**config.mk**
```make
export PLATFORM = sky130hd
export DESIGN_NAME = mmu_top
export DESIGN_NICKNAME = d
export VERILOG_FILES = /design/src/source/csr_pkg.sv /design/src/source/mmu_pkg.sv /design/src/source/csr_view_if.sv /design/src/source/tlb_search_if.sv /design/src/source/csr_xlate_regs.sv /design/src/source/tlb.sv /design/src/source/addr_xlate.sv /design/src/source/mmu_top.sv
export SDC_FILE = /design/constraint.sdc
export NUM_CORES = 2
export LEC_CHECK = 0
export ABC_AREA = 0
export BUFFER_PORTS_ARGS = -buffer_cell sky130_fd_sc_hd__buf_4
export CELL_PAD_IN_SITES_DETAIL_PLACEMENT = 0
export CELL_PAD_IN_SITES_GLOBAL_PLACEMENT = 2
export CORE_UTILIZATION = 41
export DETAILED_ROUTE_END_ITERATION = 6
export PLACE_DENSITY = 0.78
export SYNTH_ARGS = -nofsm -noshare
export SYNTH_HDL_FRONTEND = slang
export SYNTH_HIERARCHICAL = 1
export SYNTH_SLANG_ARGS = --single-unit
```
**constraint.sdc**
```tcl
create_clock -name clk -period 7.07 [get_ports clk]
set_input_delay 1.0605 -clock clk [delete_from_list [all_inputs] [get_ports clk]]
set_output_delay 1.0605 -clock clk [all_outputs]
set_load 0.005 [all_outputs]
```
**src/source/csr_pkg.sv**
```systemverilog
package csr_pkg;

	// csr numbers
	localparam logic [13:0] CSR_CRMD    = 14'h000;
	localparam logic [13:0] CSR_ASID    = 14'h018;
	localparam logic [13:0] CSR_TLBIDX  = 14'h010;
	localparam logic [13:0] CSR_TLBEHI  = 14'h011;
	localparam logic [13:0] CSR_TLBELO0 = 14'h012;
	localparam logic [13:0] CSR_TLBELO1 = 14'h013;
	localparam logic [13:0] CSR_DMW0    = 14'h180;
	localparam logic [13:0] CSR_DMW1    = 14'h181;

	// writable bits
	localparam logic [31:0] ASID_MASK   = 32'h0000_03FF;
	localparam logic [31:0] TLBIDX_MASK = 32'hBF00_000F;
	localparam logic [31:0] TLBEHI_MASK = 32'hFFFF_E000;
	localparam logic [31:0] TLBELO_MASK = 32'h0FFF_FF7F;

	// field positions
	localparam int TLBIDX_NE   = 31;
	localparam int TLBIDX_PS   = 24;
	localparam int TLBEHI_VPPN = 13;
	localparam int TLBELO_V    = 0;
	localparam int TLBELO_D    = 1;
	localparam int TLBELO_PLV  = 2;
	localparam int TLBELO_MAT  = 4;
	localparam int TLBELO_G    = 6;
	localparam int TLBELO_PPN  = 8;

	// invtlb op field
	localparam logic [4:0] INVTLB_ALL     = 5'd0;
	localparam logic [4:0] INVTLB_ASID_VA = 5'd5;

	typedef enum logic [2:0] {
		TLBOP_WR   = 3'd0,
		TLBOP_FILL = 3'd1,
		TLBOP_RD   = 3'd2,
		TLBOP_INV  = 3'd3
	} tlb_op_e;

	typedef struct packed {
		logic [22:0] rsv;
		logic [1:0]  datm;
		logic [1:0]  datf;
		logic        pg;
		logic        da;
		logic        ie;
		logic [1:0]  plv;
	} crmd_view_t;

	typedef struct packed {
		logic [2:0]  vseg;
		logic        rsv0;
		logic [2:0]  pseg;
		logic [18:0] rsv1;
		logic [1:0]  mat;
		logic        plv3;
		logic [1:0]  rsv2;
		logic        plv0;
	} dmw_view_t;

	typedef union packed {
		logic [31:0] w;
		crmd_view_t  crmd;
		dmw_view_t   dmw;
	} csr_word_u;

endpackage

```
**src/source/mmu_pkg.sv**
```systemverilog
package mmu_pkg;

	localparam int TLB_ENTRIES = 16;
	localparam int TLB_IDX_W   = 4;
	localparam int VPPN_W      = 19;
	localparam int PPN_W       = 20;
	localparam int ASID_W      = 10;

	// 4 KiB pages only
	localparam logic [5:0] PS_4K = 6'd12;

	typedef struct packed {
		logic [PPN_W-1:0] ppn;
		logic [1:0]       plv;
		logic [1:0]       mat;
		logic             d;
		logic             v;
	} tlb_half_t;

	typedef struct packed {
		logic              e;
		logic [VPPN_W-1:0] vppn;
		logic [5:0]        ps;
		logic              g;
		logic [ASID_W-1:0] asid;
		tlb_half_t         p0;
		tlb_half_t         p1;
	} tlb_entry_t;

	typedef enum logic [5:0] {
		ECODE_NONE = 6'h00,
		ECODE_PIL  = 6'h01,
		ECODE_PIS  = 6'h02,
		ECODE_PIF  = 6'h03,
		ECODE_PME  = 6'h04,
		ECODE_PPI  = 6'h07,
		ECODE_TLBR = 6'h3F
	} xlate_ecode_e;

	typedef struct packed {
		logic [31:0]  paddr;
		xlate_ecode_e ecode;
	} xlate_result_t;

endpackage

```
**src/source/csr_view_if.sv**
```systemverilog
interface csr_view_if;
	import csr_pkg::*;
	import mmu_pkg::*;

	logic [1:0]        plv;
	logic              da;
	logic              pg;
	logic [ASID_W-1:0] asid;
	csr_word_u         dmw0;
	csr_word_u         dmw1;
	logic [31:0]       tlbehi;
	logic [31:0]       tlbelo0;
	logic [31:0]       tlbelo1;
	logic [31:0]       tlbidx;

	modport src(output plv, da, pg, asid, dmw0, dmw1, tlbehi, tlbelo0, tlbelo1, tlbidx);
	modport snk(input plv, da, pg, asid, dmw0, dmw1, tlbehi, tlbelo0, tlbelo1, tlbidx);

endinterface

```
**src/source/tlb_search_if.sv**
```systemverilog
interface tlb_search_if;
	import mmu_pkg::*;

	// request side
	logic [VPPN_W-1:0] vppn;
	logic              odd;
	logic [ASID_W-1:0] asid;

	// matched half, same cycle
	logic              hit;
	logic [PPN_W-1:0]  ppn;
	logic [1:0]        plv;
	logic [1:0]        mat;
	logic              v;
	logic              d;

	modport req(output vppn, odd, asid, input hit, ppn, plv, mat, v, d);
	modport rsp(input vppn, odd, asid, output hit, ppn, plv, mat, v, d);

endinterface

```
**src/source/csr_xlate_regs.sv**
```systemverilog
module csr_xlate_regs (
	input  logic                clk,
	input  logic                rst_n_i,
	input  logic                csr_we_i,
	input  logic [13:0]         csr_addr_i,
	input  csr_pkg::csr_word_u  csr_wdata_i,
	output logic [31:0]         csr_rdata_o,
	input  logic                tlbrd_valid_i,
	input  mmu_pkg::tlb_entry_t tlbrd_entry_i,
	input  logic                tlbrd_hit_i,
	csr_view_if.src             view
);
	import csr_pkg::*;
	import mmu_pkg::*;

	csr_word_u   crmd_q, dmw0_q, dmw1_q;
	logic [31:0] asid_q, tlbidx_q, tlbehi_q, tlbelo0_q, tlbelo1_q;
	csr_word_u   crmd_wr, dmw_wr;

	function automatic logic [31:0] half_to_elo(input tlb_half_t h, input logic g);
		logic [31:0] w;
		w = '0;
		w[TLBELO_V] = h.v;
		w[TLBELO_D] = h.d;
		w[TLBELO_PLV +: 2] = h.plv;
		w[TLBELO_MAT +: 2] = h.mat;
		w[TLBELO_G] = g;
		w[TLBELO_PPN +: PPN_W] = h.ppn;
		return w;
	endfunction

	// write data through the two views, reserved bits dropped
	always_comb begin
		crmd_wr = '0;
		crmd_wr.crmd.plv = csr_wdata_i.crmd.plv;
		crmd_wr.crmd.ie = csr_wdata_i.crmd.ie;
		crmd_wr.crmd.da = csr_wdata_i.crmd.da;
		// DA takes priority when both are requested
		crmd_wr.crmd.pg = csr_wdata_i.crmd.pg & ~csr_wdata_i.crmd.da;
		crmd_wr.crmd.datf = csr_wdata_i.crmd.datf;
		crmd_wr.crmd.datm = csr_wdata_i.crmd.datm;
		dmw_wr = '0;
		dmw_wr.dmw.plv0 = csr_wdata_i.dmw.plv0;
		dmw_wr.dmw.plv3 = csr_wdata_i.dmw.plv3;
		dmw_wr.dmw.mat = csr_wdata_i.dmw.mat;
		dmw_wr.dmw.pseg = csr_wdata_i.dmw.pseg;
		dmw_wr.dmw.vseg = csr_wdata_i.dmw.vseg;
	end

	always_ff @(posedge clk or negedge rst_n_i) begin
		if (!rst_n_i) begin
			crmd_q <= '0;
			crmd_q.crmd.da <= 1'b1;
			dmw0_q <= '0;
			dmw1_q <= '0;
			asid_q <= '0;
			tlbidx_q <= '0;
			tlbehi_q <= '0;
			tlbelo0_q <= '0;
			tlbelo1_q <= '0;
		end else begin
			if (csr_we_i) begin
				case (csr_addr_i)
					CSR_CRMD:    crmd_q <= crmd_wr;
					CSR_DMW0:    dmw0_q <= dmw_wr;
					CSR_DMW1:    dmw1_q <= dmw_wr;
					CSR_ASID:    asid_q <= csr_wdata_i.w & ASID_MASK;
					CSR_TLBIDX:  tlbidx_q <= csr_wdata_i.w & TLBIDX_MASK;
					CSR_TLBEHI:  tlbehi_q <= csr_wdata_i.w & TLBEHI_MASK;
					CSR_TLBELO0: tlbelo0_q <= csr_wdata_i.w & TLBELO_MASK;
					CSR_TLBELO1: tlbelo1_q <= csr_wdata_i.w & TLBELO_MASK;
					default: ;
				endcase
			end
			// tlbrd overrides a software write in the same cycle
			if (tlbrd_valid_i) begin
				tlbidx_q[TLBIDX_NE] <= ~tlbrd_hit_i;
				if (tlbrd_hit_i) begin
					tlbidx_q[TLBIDX_PS +: 6] <= tlbrd_entry_i.ps;
					tlbehi_q <= {tlbrd_entry_i.vppn, {TLBEHI_VPPN{1'b0}}};
					tlbelo0_q <= half_to_elo(tlbrd_entry_i.p0, tlbrd_entry_i.g);
					tlbelo1_q <= half_to_elo(tlbrd_entry_i.p1, tlbrd_entry_i.g);
					asid_q[ASID_W-1:0] <= tlbrd_entry_i.asid;
				end else begin
					tlbidx_q[TLBIDX_PS +: 6] <= '0;
					tlbehi_q <= '0;
					tlbelo0_q <= '0;
					tlbelo1_q <= '0;
					asid_q[ASID_W-1:0] <= '0;
				end
			end
		end
	end

	always_comb begin
		case (csr_addr_i)
			CSR_CRMD:    csr_rdata_o = crmd_q.w;
			CSR_DMW0:    csr_rdata_o = dmw0_q.w;
			CSR_DMW1:    csr_rdata_o = dmw1_q.w;
			CSR_ASID:    csr_rdata_o = asid_q;
			CSR_TLBIDX:  csr_rdata_o = tlbidx_q;
			CSR_TLBEHI:  csr_rdata_o = tlbehi_q;
			CSR_TLBELO0: csr_rdata_o = tlbelo0_q;
			CSR_TLBELO1: csr_rdata_o = tlbelo1_q;
			default:     csr_rdata_o = '0;
		endcase
	end

	assign view.plv = crmd_q.crmd.plv;
	assign view.da = crmd_q.crmd.da;
	assign view.pg = crmd_q.crmd.pg;
	assign view.asid = asid_q[ASID_W-1:0];
	assign view.dmw0 = dmw0_q;
	assign view.dmw1 = dmw1_q;
	assign view.tlbehi = tlbehi_q;
	assign view.tlbelo0 = tlbelo0_q;
	assign view.tlbelo1 = tlbelo1_q;
	assign view.tlbidx = tlbidx_q;

	// translation mode is never ambiguous for the ports
	a_da_pg_excl: assert property (@(posedge clk) disable iff (!rst_n_i)
		!(view.da && view.pg));

endmodule

```
**src/source/tlb.sv**
```systemverilog
module tlb (
	input  logic                        clk,
	input  logic                        rst_n_i,
	input  logic                        op_valid_i,
	input  csr_pkg::tlb_op_e            op_i,
	input  logic [4:0]                  invtlb_op_i,
	input  logic [mmu_pkg::ASID_W-1:0]  invtlb_asid_i,
	input  logic [31:0]                 invtlb_va_i,
	csr_view_if.snk                     view,
	tlb_search_if.rsp                   fetch_s,
	tlb_search_if.rsp                   data_s,
	output logic                        tlbrd_valid_o,
	output mmu_pkg::tlb_entry_t         tlbrd_entry_o,
	output logic                        tlbrd_hit_o
);
	import csr_pkg::*;
	import mmu_pkg::*;

	tlb_entry_t             ent_q [TLB_ENTRIES];
	logic [TLB_ENTRIES-1:0] valid_q;
	logic [TLB_IDX_W-1:0]   fill_cnt_q;
	logic [TLB_IDX_W-1:0]   wr_idx, rd_idx;
	tlb_entry_t             wr_ent;
	logic                   wr_en;
	logic [TLB_ENTRIES-1:0] fetch_m, data_m;
	tlb_half_t              fetch_h, data_h;

	function automatic tlb_half_t elo_half(input logic [31:0] w);
		tlb_half_t h;
		h.ppn = w[TLBELO_PPN +: PPN_W];
		h.plv = w[TLBELO_PLV +: 2];
		h.mat = w[TLBELO_MAT +: 2];
		h.d = w[TLBELO_D];
		h.v = w[TLBELO_V];
		return h;
	endfunction

	function automatic logic [TLB_ENTRIES-1:0] match(input logic [VPPN_W-1:0] vppn,
			input logic [ASID_W-1:0] asid);
		logic [TLB_ENTRIES-1:0] m;
		for (int i = 0; i < TLB_ENTRIES; i++) begin
			m[i] = valid_q[i] && ent_q[i].vppn == vppn && (ent_q[i].g || ent_q[i].asid == asid);
		end
		return m;
	endfunction

	// one-hot match, so an OR is enough
	function automatic tlb_half_t pick(input logic [TLB_ENTRIES-1:0] m, input logic odd);
		tlb_half_t h;
		h = '0;
		for (int i = 0; i < TLB_ENTRIES; i++) begin
			if (m[i]) begin
				h = h | (odd ? ent_q[i].p1 : ent_q[i].p0);
			end
		end
		return h;
	endfunction

	always_comb begin
		fetch_m = match(fetch_s.vppn, fetch_s.asid);
		data_m = match(data_s.vppn, data_s.asid);
		fetch_h = pick(fetch_m, fetch_s.odd);
		data_h = pick(data_m, data_s.odd);
	end

	assign fetch_s.hit = |fetch_m;
	assign fetch_s.ppn = fetch_h.ppn;
	assign fetch_s.plv = fetch_h.plv;
	assign fetch_s.mat = fetch_h.mat;
	assign fetch_s.v = fetch_h.v;
	assign fetch_s.d = fetch_h.d;
	assign data_s.hit = |data_m;
	assign data_s.ppn = data_h.ppn;
	assign data_s.plv = data_h.plv;
	assign data_s.mat = data_h.mat;
	assign data_s.v = data_h.v;
	assign data_s.d = data_h.d;

	// write entry straight from the csr words
	always_comb begin
		wr_ent.e = ~view.tlbidx[TLBIDX_NE];
		wr_ent.vppn = view.tlbehi[TLBEHI_VPPN +: VPPN_W];
		wr_ent.ps = PS_4K;
		wr_ent.g = view.tlbelo0[TLBELO_G] & view.tlbelo1[TLBELO_G];
		wr_ent.asid = view.asid;
		wr_ent.p0 = elo_half(view.tlbelo0);
		wr_ent.p1 = elo_half(view.tlbelo1);
	end

	assign rd_idx = view.tlbidx[TLB_IDX_W-1:0];
	assign wr_idx = (op_i == TLBOP_FILL) ? fill_cnt_q : rd_idx;
	assign wr_en = op_valid_i && (op_i == TLBOP_WR || op_i == TLBOP_FILL);

	always_ff @(posedge clk) begin
		if (wr_en) begin
			ent_q[wr_idx] <= wr_ent;
		end
	end

	always_ff @(posedge clk or negedge rst_n_i) begin
		if (!rst_n_i) begin
			valid_q <= '0;
			fill_cnt_q <= '0;
		end else begin
			fill_cnt_q <= fill_cnt_q + 1'b1;
			if (wr_en) begin
				valid_q[wr_idx] <= wr_ent.e;
			end else if (op_valid_i && op_i == TLBOP_INV) begin
				if (invtlb_op_i == INVTLB_ALL) begin
					valid_q <= '0;
				end else if (invtlb_op_i == INVTLB_ASID_VA) begin
					for (int i = 0; i < TLB_ENTRIES; i++) begin
						if (!ent_q[i].g && ent_q[i].asid == invtlb_asid_i &&
								ent_q[i].vppn == invtlb_va_i[31:TLBEHI_VPPN]) begin
							valid_q[i] <= 1'b0;
						end
					end
				end
			end
		end
	end

	always_comb begin
		tlbrd_entry_o = ent_q[rd_idx];
		tlbrd_entry_o.e = valid_q[rd_idx];
	end

	assign tlbrd_valid_o = op_valid_i && op_i == TLBOP_RD;
	assign tlbrd_hit_o = valid_q[rd_idx];

	// duplicate entries would make the port result ambiguous
	a_onehot_match: assert property (@(posedge clk) disable iff (!rst_n_i)
		$onehot0(fetch_m) && $onehot0(data_m));

endmodule

```
**src/source/addr_xlate.sv**
```systemverilog
module addr_xlate (
	input  logic                  clk,
	input  logic                  rst_n_i,
	input  logic                  stall_i,
	input  logic                  req_i,
	input  logic [31:0]           vaddr_i,
	input  logic                  store_i,
	input  logic                  fetch_i,
	csr_view_if.snk               view,
	tlb_search_if.req             s,
	output logic                  valid_o,
	output logic [31:0]           paddr_o,
	output mmu_pkg::xlate_ecode_e ecode_o
);
	import csr_pkg::*;
	import mmu_pkg::*;

	xlate_result_t res, result_q;
	logic          valid_q;
	logic          dmw0_hit, dmw1_hit;

	function automatic logic dmw_hit(input csr_word_u w, input logic [1:0] plv,
			input logic [2:0] seg);
		return ((w.dmw.plv0 && plv == 2'd0) || (w.dmw.plv3 && plv == 2'd3)) && w.dmw.vseg == seg;
	endfunction

	assign s.vppn = vaddr_i[31:32-VPPN_W];
	assign s.odd = vaddr_i[12];
	assign s.asid = view.asid;

	assign dmw0_hit = dmw_hit(view.dmw0, view.plv, vaddr_i[31:29]);
	assign dmw1_hit = dmw_hit(view.dmw1, view.plv, vaddr_i[31:29]);

	always_comb begin
		res.paddr = vaddr_i;
		res.ecode = ECODE_NONE;
		if (view.da || !view.pg) begin
			res.paddr = vaddr_i;
		end else if (dmw0_hit) begin
			res.paddr = {view.dmw0.dmw.pseg, vaddr_i[28:0]};
		end else if (dmw1_hit) begin
			res.paddr = {view.dmw1.dmw.pseg, vaddr_i[28:0]};
		end else begin
			res.paddr = {s.ppn, vaddr_i[11:0]};
			// tlb checks in priority order
			if (!s.hit) begin
				res.ecode = ECODE_TLBR;
			end else if (!s.v) begin
				if (fetch_i) begin
					res.ecode = ECODE_PIF;
				end else if (store_i) begin
					res.ecode = ECODE_PIS;
				end else begin
					res.ecode = ECODE_PIL;
				end
			end else if (view.plv > s.plv) begin
				res.ecode = ECODE_PPI;
			end else if (store_i && !s.d) begin
				res.ecode = ECODE_PME;
			end
		end
		if (res.ecode != ECODE_NONE) begin
			res.paddr = '0;
		end
	end

	always_ff @(posedge clk or negedge rst_n_i) begin
		if (!rst_n_i) begin
			valid_q <= 1'b0;
		end else if (!stall_i) begin
			valid_q <= req_i;
		end
	end

	always_ff @(posedge clk) begin
		if (!stall_i && req_i) begin
			result_q <= res;
		end
	end

	assign valid_o = valid_q;
	assign paddr_o = result_q.paddr;
	assign ecode_o = result_q.ecode;

	// a stalled port only holds, it never starts a new response
	a_no_rise_after_stall: assert property (@(posedge clk) disable iff (!rst_n_i)
		$past(stall_i) |-> !$rose(valid_o));

endmodule

```
**src/source/mmu_top.sv**
```systemverilog
module mmu_top (
	input  logic                       clk,
	input  logic                       rst_n_i,
	input  logic                       csr_we_i,
	input  logic [13:0]                csr_addr_i,
	input  logic [31:0]                csr_wdata_i,
	output logic [31:0]                csr_rdata_o,
	input  logic                       tlb_op_valid_i,
	input  csr_pkg::tlb_op_e           tlb_op_i,
	input  logic [4:0]                 invtlb_op_i,
	input  logic [mmu_pkg::ASID_W-1:0] invtlb_asid_i,
	input  logic [31:0]                invtlb_va_i,
	input  logic                       fetch_req_i,
	input  logic [31:0]                fetch_vaddr_i,
	output logic                       fetch_valid_o,
	output logic [31:0]                fetch_paddr_o,
	output mmu_pkg::xlate_ecode_e      fetch_ecode_o,
	input  logic                       data_req_i,
	input  logic [31:0]                data_vaddr_i,
	input  logic                       data_store_i,
	output logic                       data_valid_o,
	output logic [31:0]                data_paddr_o,
	output mmu_pkg::xlate_ecode_e      data_ecode_o,
	input  logic                       stall_i
);
	import mmu_pkg::*;

	csr_view_if   view();
	tlb_search_if fetch_s();
	tlb_search_if data_s();

	logic       tlbrd_valid;
	logic       tlbrd_hit;
	tlb_entry_t tlbrd_entry;

	csr_xlate_regs csr_regs (
		.clk(clk),
		.rst_n_i(rst_n_i),
		.csr_we_i(csr_we_i),
		.csr_addr_i(csr_addr_i),
		.csr_wdata_i(csr_wdata_i),
		.csr_rdata_o(csr_rdata_o),
		.tlbrd_valid_i(tlbrd_valid),
		.tlbrd_entry_i(tlbrd_entry),
		.tlbrd_hit_i(tlbrd_hit),
		.view(view.src)
	);

	tlb tlb_inst (
		.clk(clk),
		.rst_n_i(rst_n_i),
		.op_valid_i(tlb_op_valid_i),
		.op_i(tlb_op_i),
		.invtlb_op_i(invtlb_op_i),
		.invtlb_asid_i(invtlb_asid_i),
		.invtlb_va_i(invtlb_va_i),
		.view(view.snk),
		.fetch_s(fetch_s.rsp),
		.data_s(data_s.rsp),
		.tlbrd_valid_o(tlbrd_valid),
		.tlbrd_entry_o(tlbrd_entry),
		.tlbrd_hit_o(tlbrd_hit)
	);

	// fetch side never stores
	addr_xlate xlate_fetch (
		.clk(clk),
		.rst_n_i(rst_n_i),
		.stall_i(stall_i),
		.req_i(fetch_req_i),
		.vaddr_i(fetch_vaddr_i),
		.store_i(1'b0),
		.fetch_i(1'b1),
		.view(view.snk),
		.s(fetch_s.req),
		.valid_o(fetch_valid_o),
		.paddr_o(fetch_paddr_o),
		.ecode_o(fetch_ecode_o)
	);

	addr_xlate xlate_data (
		.clk(clk),
		.rst_n_i(rst_n_i),
		.stall_i(stall_i),
		.req_i(data_req_i),
		.vaddr_i(data_vaddr_i),
		.store_i(data_store_i),
		.fetch_i(1'b0),
		.view(view.snk),
		.s(data_s.req),
		.valid_o(data_valid_o),
		.paddr_o(data_paddr_o),
		.ecode_o(data_ecode_o)
	);

endmodule

```
==> reports/qor.csv <==
stage,metric,value,unit
run_status,violations,DRC,
yosys,synth_area_per_cell,13.2,um^2
timing,grt_setup_unrepaired,no,
global_route,grt_pass1_wl,684000,um
timing,min_period_over_period,0.897,
timing,finalSetupTns,0,ns
die,die_y,482,um
global_route,grt_max_degree,115,
clocking,cts_max_path_buffers,3,
critical_path,crit_type,flip-flop to flip-flop,
die,rows,175,
placed_design,port_buffers,264,
die,ioPinCount,278,
clocking,cts_tree,done,
layout,drive_gt1_frac,0.210,
clocking,htreeDepth,4,
power,p_per_area,225,nW/um^2
layout,mostFrequentLayoutCells,"edfxtp_1 (1384), nor4_1 (1194), xor2_1 (1115)",
run,cap_violations,0,
yosys,ys_warn_count,6,
detailed_routing,wl_per_cell,50.4,um
clocking,clockRootBuffer,clkbuf_16,
clocking,postCtsSetupRepairBufs,0,
global_route,grt.overflow.total,0,
yosys,synthCells,7127,
power,peakVddDrop,0.000253,V
placed_design,dp_hpwl,346000,um
die,coreArea,228000,um^2
critical_path,crit_path_max_fanout,26,
die,die-area,232000,um^2
run_status,outcome,"complete, but fails checks",
detailed_routing,drtIter0Drc,13700,
placed_design,gp_congestion,1.04,
layout,layout.nets,7387,
detailed_routing,finalWirelength,526000,um
clocking,numCtsBuffers,175,
critical_path,start_kind,flip-flop,
global_route,antenna_found_initial,69,
detailed_routing,vias_per_cell,7.43,
timing,clock.fmax,158,MHz
critical_path,critPathCaptureType,flip-flop,
timing,final-hold-violation-count,0,
min_path,hold_path.class,input port to async pin,
global_route,first_global_vias,72900,
detailed_routing,postRouteAntennaNets,0,
detailed_routing,remaining_drc_errors,16,
die,initial_core_util,0.414,
placed_design,placed_cells,10000,
detailed_routing,vias,77600,
timing,fin_skew,0.0467,ns
clocking,cts_resized,0,
critical_path,critical_path_arrival,6.90,ns
timing,relSlewSlack,0.00665,
detailed_routing,firstDrtPassIters,7,
clocking,hold_buffers,0,
timing,finalSetupViolCount,0,
power,leakage,0.0362,uW
timing,maxSlewViolCount,0,
clocking,cts_sinks,1529,
clocking,insertion_delay,0.87,ns
layout,mostFrequentLayoutCell,edfxtp_1,
global_route,grt.total_usage,0.444,
critical_path,required,7.63,ns
layout,fillers,20300,
layout,fin_cells,10400,
clocking,path_clk_slew,0.06,ns
layout,post-route-util,0.465,
layout,syn_to_final_growth,12.4,%
timing,worstMarginPinSlew,1.49,ns
yosys,synth_area,94300,um^2
die,die_x,482,um
timing,min_period,6.34,ns
-- state kept, by name (all words and copies together), names as in the netlist --
signal and cells:
csr_regs/asid_q 10, csr_regs/crmd_q 9, csr_regs/view.dmw0 10, csr_regs/view.dmw1 10
csr_regs/view.tlbehi 19, csr_regs/view.tlbelo0 27, csr_regs/view.tlbelo1 27, csr_regs/view.tlbidx 11
tlb_inst/ent_q 1312, tlb_inst/fill_cnt_q 4, tlb_inst/valid_q 16, xlate_data/ecode_o 4
xlate_data/paddr_o 32, xlate_data/valid_o 1, xlate_fetch/ecode_o 4, xlate_fetch/paddr_o 32
xlate_fetch/valid_o 1
-- worst paths after layout --
| check | start | to | slack, ns | cells after the start |
|---|---|---|---|---|
| min | rst_n_i | csr_regs/view.tlbelo1[13]$_DFFE_PN0P_ | 0.15 | 1 |
| min reg2reg | tlb_inst/fill_cnt_q[3]$_DFF_PN0_ | tlb_inst/fill_cnt_q[3]$_DFF_PN0_ | 0.49 | 1 |
| max in group asynchronous | rst_n_i | csr_regs/view.tlbidx[0]$_DFFE_PN0P_ | 5.64 | 2 |
| max reg2reg | csr_regs/asid_q[8]$_DFFE_PN0P_ | xlate_data/paddr_o[8]$_SDFFCE_PP0P_ | 0.73 | 12 |
| max | csr_regs/asid_q[8]$_DFFE_PN0P_ | xlate_data/paddr_o[8]$_SDFFCE_PP0P_ | 0.73 | 12 |
| min in group clk | csr_wdata_i[8] | csr_regs/crmd_q[8]$_DFFE_PN0P_ | 0.47 | 2 |
-- final cells by class --
| type | instances | area, um^2 | share of cell area |
|---|---|---|---|
| Clock buffer | 213 | 4600 | 0.0434 |
| Tap cell | 3009 | 3760 | 0.0355 |
| Antenna cell | 76 | 190 | 0.00179 |
| Inverter | 103 | 387 | 0.00365 |
| Multi-Input combinational cell | 4814 | 45400 | 0.429 |
| Timing Repair Buffer | 591 | 4880 | 0.0460 |
| Clock inverter | 113 | 1490 | 0.0140 |
| Sequential cell | 1529 | 45200 | 0.427 |
-- per-stage QoR --
step	instance area (um^2)	hold slack, ns	power (uW)	worst slack (ns)
after floorplan	94400	0.438	12700	-1.22
after global placement	99700	0.453	14000	1.24
after detailed placement	99700	0.464	14000	1.12
after CTS	106000	0.136	23700	1.55
after global routing	106000	0.154	24200	0.846
final	106000	0.145	23800	0.729
-- report_power, final --
group	switching [uW]	internal, uW	total (uW)	leakage, uW
clock network	4160	5670	9820	0.00293
logic	1880	864	2750	0.0190
registers	742	10500	11200	0.0142
total	6780	17000	23800	0.0362
-- metal layers --
layer / wire, um / GRT usage / vias to the layer above
met3: 76900 / 0.190 / 2511
met2: 217000 / 0.628 / 7563
met1: 177000 / 0.520 / 39200
met5: 514 / 0.00186 / -
met4: 54600 / 0.370 / 66
li1: - / - / 28300
-- critical path: stages (launching register included) --
cell and delay, ns:
dfrtp_2 0.92, buf_4 0.46, xor2_1 0.21, nor4_2 0.10, a41oi_4 0.89, buf_4 0.40
nor4_1 0.14, nor4_1 0.40, nand4_1 1.09, inv_1 0.43, a21oi_2 0.22, nand2_1 0.51
a21boi_0 0.21
(Power assumes the default switching activity.)
